[config.mk]
export PLATFORM = sky130hd
export DESIGN_NAME = line_regs
export DESIGN_NICKNAME = d
export VERILOG_FILES = /design/src/line_pkg.sv /design/src/line_regs.sv
export SDC_FILE = /design/constraint.sdc
export NUM_CORES = 1
export LEC_CHECK = 0
export BUFFER_PORTS_ARGS = -buffer_cell sky130_fd_sc_hd__buf_2
export CAP_MARGIN = 20
export CORE_AREA = 2 2 89 91
export CTS_CLUSTER_SIZE = 8
export DETAILED_ROUTE_END_ITERATION = 12
export DIE_AREA = 0 0 91 93
export PLACE_DENSITY = 0.77
export REMOVE_ABC_BUFFERS = 1
export SLEW_MARGIN = 20
export SYNTH_ARGS = -nofsm -noshare
export SYNTH_HDL_FRONTEND = slang
export SYNTH_SLANG_ARGS = --single-unit
[constraint.sdc]
create_clock -name i_clk -period 3.1 [get_ports i_clk]
set_input_delay 0.155 -clock i_clk [delete_from_list [all_inputs] [get_ports i_clk]]
set_output_delay 0.155 -clock i_clk [all_outputs]
set_load 0.01 [all_outputs]
[src/line_pkg.sv]
package line_pkg;

  // 320x240 screen coordinates
  typedef logic [8:0] coord_x_t;
  typedef logic [7:0] coord_y_t;
  typedef logic [2:0] color_t;

  // sized for the default four lanes
  typedef logic [1:0] lane_id_t;

  // host register map
  localparam logic [3:0] REG_P0     = 4'h0;
  localparam logic [3:0] REG_P1     = 4'h4;
  localparam logic [3:0] REG_LAUNCH = 4'h8;
  localparam logic [3:0] REG_STATUS = 4'hC;

  typedef enum logic [2:0] {
    S_IDLE,
    S_INIT,
    S_LOOP_CHECK,
    S_DRAW,
    S_DONE
  } engine_state_t;

endpackage

[src/line_regs.sv]
`timescale 1ns/1ps

module line_regs #(
  parameter int N_LANES = 4
) (
  input  logic                i_clk,
  input  logic                i_reset,
  // AXI4-Lite slave
  input  logic [3:0]          i_awaddr,
  input  logic                i_awvalid,
  output logic                o_awready,
  input  logic [31:0]         i_wdata,
  input  logic                i_wvalid,
  output logic                o_wready,
  output logic [1:0]          o_bresp,
  output logic                o_bvalid,
  input  logic                i_bready,
  input  logic [3:0]          i_araddr,
  input  logic                i_arvalid,
  output logic                o_arready,
  output logic [31:0]         o_rdata,
  output logic [1:0]          o_rresp,
  output logic                o_rvalid,
  input  logic                i_rready,
  // command towards the dispatcher
  output logic                o_cmd_valid,
  output line_pkg::coord_x_t  o_cmd_x0,
  output line_pkg::coord_y_t  o_cmd_y0,
  output line_pkg::coord_x_t  o_cmd_x1,
  output line_pkg::coord_y_t  o_cmd_y1,
  output line_pkg::color_t    o_cmd_color,
  input  logic                i_cmd_accept,
  input  logic [N_LANES-1:0]  i_lane_busy,
  input  logic                i_line_done
);
  import line_pkg::*;

  logic        wr_fire;
  logic        rd_fire;
  logic [15:0] line_count;
  logic [31:0] status_word;

  // address and data are taken in the same cycle
  assign wr_fire  = o_awready && i_awvalid && i_wvalid;
  assign rd_fire  = o_arready && i_arvalid;
  assign o_wready = o_awready;
  assign o_bresp  = 2'b00;
  assign o_rresp  = 2'b00;

  always_comb begin
    status_word = '0;
    status_word[N_LANES-1:0] = i_lane_busy;
    status_word[31:16] = line_count;
  end

  // write path
  always_ff @(posedge i_clk or posedge i_reset) begin
    if (i_reset) begin
      o_awready   <= 1'b0;
      o_bvalid    <= 1'b0;
      o_cmd_valid <= 1'b0;
      o_cmd_x0    <= '0;
      o_cmd_y0    <= '0;
      o_cmd_x1    <= '0;
      o_cmd_y1    <= '0;
      o_cmd_color <= '0;
    end else begin
      // one transaction in flight, a pending launch blocks the next one
      o_awready <= !o_awready && i_awvalid && i_wvalid && !o_bvalid && !o_cmd_valid;
      if (o_bvalid && i_bready) begin
        o_bvalid <= 1'b0;
      end
      // launch response waits for the dispatcher
      if (o_cmd_valid && i_cmd_accept) begin
        o_cmd_valid <= 1'b0;
        o_bvalid    <= 1'b1;
      end
      if (wr_fire) begin
        case (i_awaddr)
          REG_P0: begin
            o_cmd_x0 <= i_wdata[8:0];
            o_cmd_y0 <= i_wdata[23:16];
            o_bvalid <= 1'b1;
          end
          REG_P1: begin
            o_cmd_x1    <= i_wdata[8:0];
            o_cmd_y1    <= i_wdata[23:16];
            o_cmd_color <= i_wdata[26:24];
            o_bvalid    <= 1'b1;
          end
          REG_LAUNCH: o_cmd_valid <= 1'b1;
          default:    o_bvalid <= 1'b1;
        endcase
      end
    end
  end

  // completed lines
  always_ff @(posedge i_clk or posedge i_reset) begin
    if (i_reset) begin
      line_count <= '0;
    end else if (i_line_done) begin
      line_count <= line_count + 16'd1;
    end
  end

  // read path
  always_ff @(posedge i_clk or posedge i_reset) begin
    if (i_reset) begin
      o_arready <= 1'b0;
      o_rvalid  <= 1'b0;
      o_rdata   <= '0;
    end else begin
      o_arready <= !o_arready && i_arvalid && !o_rvalid;
      if (o_rvalid && i_rready) begin
        o_rvalid <= 1'b0;
      end
      if (rd_fire) begin
        o_rvalid <= 1'b1;
        case (i_araddr)
          REG_P0:     o_rdata <= {8'h00, o_cmd_y0, 7'h00, o_cmd_x0};
          REG_P1:     o_rdata <= {5'h00, o_cmd_color, o_cmd_y1, 7'h00, o_cmd_x1};
          REG_STATUS: o_rdata <= status_word;
          default:    o_rdata <= '0;
        endcase
      end
    end
  end

endmodule

==> impl_results.md, run 1 <==
* Hpwl dp at between 5000 and 6000 um
* DR vias at 2717
* Final Hold Fails at 63
* N_diodes at 0
* Drt first pass iters at 4
* Psw at 0.000634 W
* YS warnings at 0
* Post-synthesis sequential area ratio at 0.563
* Final worst slack at approximately 1200 ps
* Crit path max fanout at 13
* Final setup fails at 0
* I/O pin cnt at between 100 and 150
* Worst hold path class: in2async
* Layout cells sized above 1 at 0.440
* Die Y at between 90 and 100 um
* Tcrit/Tclk final at 0.624
* Max cap viols at 0
* Die W at around 91 um
* Die ar. at 0.00846 mm^2
* RSZ-0062 raised after global routing: false
* Starting Density at 0.491
* Rel. slew slack at 0.487
* Main combinational cell family by area after synthesis: multiplexers
* Worst skew pair latency at about 350 ps
* Largest area contributor in the netlist: dfrtp_1
* Mux share of post-synthesis cell area at 0.165
* Setup Skew at roughly 8.7 ps
* Required @ worst endpoint at approximately 3300 ps
* Slew @ Worst Pin at between 700 and 800 ps
* Avg Cell Area, Syn at 12.2 um^2
* CP cell instances: nand3_1 > nand4bb_1 > buf_4 > mux2_1
* Clock Power Share at 0.301
* Setup CP Type: reg2reg
* Lkg Pwr at about 2.4 nW
* Routed WL at slightly below 8000 um
* Num Clock Sinks at between 80 and 90
* Peak VDD IR at between 300 and 400 uV
* Failing checks: hold timing
* CTS Buf Count at 9
* Top FF cell, synth: dfrtp_1
* Cell area after synthesis at 0.00369 mm^2
* CP max stage delay at 540 ps
* CTS tree: yes
* DRT iter0 DRCs at roughly 110
* Fmax at 0.517 GHz
* XOR/XNOR Fraction of Synth Area at 0.0356
* P_int at about 0.0016 W
* Switch share at 0.280
* Clock-pin slew on the worst setup and hold paths at 80 ps
* Clock Path Buffers at 2
* First-pass GRT wire length at approximately 13000 um
* DRC at 0
* Post-route ant nets at 0
* Synth Area in Compound Gates at 0.0729
* Synth Area in Simple Gates at 0.111
* Gr ovfl total at 0
* Distinct cells, synth at 37
* Yosys reg bits at a little over 80
* Gate Count Post-Synth at roughly 300
* Initial antenna violation count at 0
* Synthesized-area fraction occupied by adder cells at 0.00339
* Gr usage total at 0.197
* Core Region at approximately 0.0075 mm^2
* Area Overhead vs Synth at 21.0%
* Placement Rows at 32
* Gate power share at 0.137
* Largest net degree at the start of global routing at 65
* Total power density per cell area at 506 mW/mm^2
* CP arrival at around 2200 ps
* Asr flop ratio synth at 1.00
* Crit end category: flop
* Max H-tree Level at 3
* Root Driver: clkbuf_8
* Number of synthesized flops with an enable pin at 0
* Flop pwr share at 0.562
* PortBufs at approximately 110
* Multi-input logic area at approximately 0.0015 mm^2
* Sum Neg Setup Slack at 0 ps
* Dpl ws at 1110 ps
* Synth area leaders: dfrtp_1 (56%), mux2_2 (14%), nand2_1 (3.5%)
* Postcts setup bufs at 0
* Number of global-route vias before repair at 2616
* Post-synth top area share at 0.563
* Slew Viols, Final at 0
* CP Launch Type: flop
* Nets@finish at between 400 and 500
* Slowest cell on the critical path: nand4bb_1
* Seq. cell area at between 0.002 and 0.0025 mm^2
* Hold WS at -41.6 ps
* Fill count at 646
* Run status: finished, violations left
* Placer Congestion at 0.767
* Vias/cell at roughly 5.2
* Period minus WS final at a little under 2000 ps
* Detailed-route wire length per cell at 15.3 um
cell usage after synthesis (all sizes together), types with 3 or more instances:
library cell,instances
dfrtp,83
mux2,47
nand2,34
buf,18
o21ai,18
xor2,10
a22oi,9
mux2i,8
nand3,8
clkbuf,7
inv,7
nor3,7
nand4,5
nor4,5
o31ai,5
xnor2,5
a221o,4
nor2,4
a211oi,3
or3b,3
kinds of logic (layout without fill, tap and decap cells):
kind of cell	after synthesis	in the layout
other	1	11
multiplexers	55	55
buffers and inverters	32	137
flip-flops	83	83
adder cells (fa/ha/maj)	1	1
AO/OA/AOI/OAI	41	41
XOR/XNOR	15	15
AND/OR/NAND/NOR	75	75
worst max-delay path, delay by kind of cell (launching register included):
kind                   cells  cell delay (ps)
multiplexers               1              320
flip-flops                 1              390
AND/OR/NAND/NOR            2              740
buffers and inverters      1              380
metal layers:
layer	GRT usage	part of all wire
met1	0.250	0.43
met2	0.318	0.49
met3	0.0580	0.065
met4	0.0808	0.016
met5	0	0
cell usage in the layout (no fill, tap or decap):
cell,n
o31ai_1,5
nor4_1,5
clkinv_4,1
nor3_1,5
nor3b_4,1
clkbuf_8,10
a221o_1,4
a22oi_1,9
or3_1,1
nand2_1,34
buf_2,108
or2_2,2
mux2_2,46
o21ai_0,18
nand4_1,4
inv_1,6
nor3b_1,1
mux2i_1,8
dlygate4sd3_1,2
nand3_1,8
and4bb_2,1
or3b_2,3
buf_4,4
a211oi_1,3
inv_4,1
nand4_2,1
o22ai_1,1
clkbuf_1,1
nand4bb_1,2
mux2_1,1
xnor2_1,5
conb_1,11
ha_1,1
nor2b_1,1
nor3_2,2
xor2_1,10
nor2_1,4
a21oi_1,1
clkinv_2,4
dfrtp_1,83
registers in the layout, summed over array words and instances (netlist names):
| signal | cells |
|---|---|
| o_rdata | 25 |
| line_count | 16 |
| o_cmd_x0 | 9 |
| o_cmd_x1 | 9 |
| o_cmd_y0 | 8 |
| o_cmd_y1 | 8 |
| o_cmd_color | 3 |
| o_arready | 1 |
| o_awready | 1 |
| o_bvalid | 1 |
| o_cmd_valid | 1 |
| o_rvalid | 1 |
final timing paths:
check	start	end	slack (ps)	cells past startpoint
min in group i_clk	i_wdata[26]	o_cmd_color[2]$_DFFE_PP0P_	30	2
min reg2reg	o_rvalid$_DFFE_PP0P_	o_arready$_DFF_PP0_	460	1
max reg2reg	o_awready$_DFF_PP0_	o_cmd_x1[4]$_DFFE_PP0P_	1160	4
min	i_reset	o_cmd_x0[5]$_DFFE_PP0P_	-40	2
max in group asynchronous	i_reset	o_rdata[21]$_DFFE_PP0P_	2390	3
max	o_awready$_DFF_PP0_	o_cmd_x1[4]$_DFFE_PP0P_	1160	4
final cells by class:
| cell class | count | area share |
|---|---|---|
| flip-flops and latches | 83 | 0.465 |
| multi-input cells | 198 | 0.330 |
| repair buffers | 114 | 0.132 |
| clock buffers | 11 | 0.0317 |
| well taps | 102 | 0.0286 |
| clock inverters | 5 | 0.00644 |
| inverters | 7 | 0.00644 |
power by group through the flow:
stage                     Clock [W]  Sequential, W  Combinational, W
after floorplan                   0        0.00129          0.000166
after global placement            0        0.00129          0.000301
after detailed placement          0        0.00129          0.000311
after CTS                  0.000703        0.00127          0.000314
after global routing       0.000756        0.00128          0.000347
final                      0.000681        0.00127          0.000310
timing repair:
item                                   in CTS  in global routing
hold buffers                                2                  0
gates resized for setup                     0                  0
endpoints found under the hold margin       2                  0
through the flow:
stage	power [W]	hold WS [ps]	instances	instance area [um^2]	utilization
2_1_floorplan	0.00146	242	288	3580	-
5_1_grt	0.00239	12.7	520	4470	0.593
3_5_place_dp	0.00160	369	502	4280	0.568
4_1_cts	0.00229	15.1	520	4470	0.593
6_report	0.00226	-41.6	520	4470	0.593
3_3_place_gp	0.00159	344	502	4280	0.568
Note: power is estimated with default switching activity, not from simulation.
==> run 2, diff against run 1 <==
- clock period: 3.1 -> 1.9 ns (I/O delays scaled with it)
==> impl_results.md, run 2 (synthesized netlist as in run 1, its figures left out) <==
* Run status: completed
* Vias/cell at between 5 and 6
* Fill count at ~620
* Crit end category: flop
* Lkg Pwr at around 2.5 nW
* N_diodes at 0
* Root Driver: clkbuf_8
* Area Overhead vs Synth at 30.9%
* CP arrival at around 1800 ps
* R2r endpoint: o_cmd_y1[7]$_DFFE_PP0P_
* DR vias at around 2900
* Placer Congestion at 0.766
* Final Hold Fails at 0
* Dpl ws at 370 ps
* Non-Filler Instances at 550
* Number of global-route vias before repair at 2884
* Drt first pass iters at 4
* Max H-tree Level at 3
* CTS Buf Count at 9
* Setup CP Type: reg2reg
* Gr ovfl total at 0
* Final worst slack at between 300 and 400 ps
* Largest register FFs at 25
* I/O pin cnt at between 100 and 150
* Crit path max fanout at 13
* Seq. cell area at 0.00208 mm^2
* Most frequent cells in the layout: buf_2 (108), dfrtp_1 (83), mux2_2 (46)
* Total power density per cell area at roughly 860 mW/mm^2
* Required @ worst endpoint at between 2000 and 2500 ps
* Worst reg2reg setup slack at 390 ps
* RSZ-0062 raised after global routing: false
* Reg2reg path depth at 4
* Die ar. at about 0.0085 mm^2
* PortBufs at approximately 110
* Hold EP: o_arready$_DFF_PP0_
* Tcrit/Tclk final at 0.796
* Postcts setup bufs at 0
* Largest Register: o_rdata
* Largest net degree at the start of global routing at 50
* Worst skew pair latency at ~350 ps
* Period minus WS final at between 1500 and 2000 ps
* Hpwl dp at just under 6000 um
* CTS tree: yes
* Clock Path Buffers at 2
* Post-route ant nets at 0
* Nets@finish at 497
* Slew Viols, Final at 0
* Clock-pin slew on the worst setup and hold paths at approximately 90 ps
* CP Launch Type: flop
* Peak VDD IR at 417 uV
* Gr usage total at 0.209
* Final setup fails at 0
* Setup Skew at 9.92 ps
* Worst hold path class: in2reg
* Placed cells at between 500 and 600
* Initial antenna violation count at 0
* Num Clock Sinks at 83
* Hold depth at 2
* Largest regs: o_rdata: 25 flops, line_count: 16 flops
* First-pass GRT wire length at around 14000 um
* Die Y at roughly 93 um
* Hold wc startpoint: i_arvalid
* Detailed-route wire length per cell at approximately 15 um
* Die W at between 90 and 100 um
* Routed WL at between 8000 and 9000 um
* Commonest non-fill, non-tap cell in the layout: buf_2
* Layout cells sized above 1 at 0.424
* Fmax at between 0.6 and 0.7 GHz
* Max cap viols at 0
* R2r startpoint: o_awready$_DFF_PP0_
* DRC at 0
* Multi-input logic area at about 0.0015 mm^2
* Placement Rows at 32
* DRT iter0 DRCs at 89
* Starting Density at 0.491
* Core Region at 0.00753 mm^2
run 2: final cells by class:
cell class	count	share of cell area
tap	102	0.0264
multi-input combinational	198	0.305
inverter	7	0.00569
clock inverter	5	0.0207
sequential	83	0.430
clock buffer	11	0.0292
timing repair buffer	144	0.184
run 2: worst max path at each step:
stage                         from                          to  slack [ps]  cells past startpoint
2_1_floorplan              i_reset   line_count[0]$_DFFE_PP0P_        -330                      1
3_3_place_gp   o_awready$_DFF_PP0_  o_cmd_color[2]$_DFFE_PP0P_         410                      4
3_5_place_dp   o_awready$_DFF_PP0_     o_cmd_y1[7]$_DFFE_PP0P_         370                      4
4_1_cts        o_awready$_DFF_PP0_     o_cmd_y1[7]$_DFFE_PP0P_         360                      4
5_1_grt        o_awready$_DFF_PP0_     o_cmd_x1[8]$_DFFE_PP0P_         300                      4
6_report       o_awready$_DFF_PP0_     o_cmd_y1[7]$_DFFE_PP0P_         390                      4
run 2: timing repair:
action,in CTS,in global routing
hold endpoints to repair,64,0
endpoints found under the setup margin,0,0
hold buffers,26,0
gates resized for setup,0,0
run 2: critical path, cell delays in order, from the launching register on:
cell and delay, ps:
dfrtp_1 410, nand3_1 210, nand4bb_1 180, buf_4 240
mux2_2 370
run 2: through the flow:
stage	cell area (um^2)	total power (W)	utilization	TNS [ps]	hold WS [ps]
2_1_floorplan	3580	0.00238	-	-29500	182
3_3_place_gp	4330	0.00260	0.576	0	95.6
3_5_place_dp	4330	0.00262	0.576	0	113
4_1_cts	4830	0.00419	0.642	0	9.05
5_1_grt	4830	0.00435	0.642	0	10.8
6_report	4830	0.00416	0.642	0	23.9
run 2: power breakdown:
part / internal (W) / switching (W) / total, W / leakage [nW]
Combinational: 0.000280 / 0.000274 / 0.000555 / 1.30
Clock: 0.000906 / 0.000630 / 0.00154 / 0.123
Sequential: 0.00191 / 0.000161 / 0.00207 / 1.12
Total: 0.00310 / 0.00107 / 0.00416 / 2.55
run 2: layer usage:
layer,track usage,routed length (um),vias to the layer above
li1,-,-,1340
met1,0.270,3620,1395
met2,0.340,4090,106
met3,0.0524,520,13
met4,0.0871,138,0
met5,0,0,-
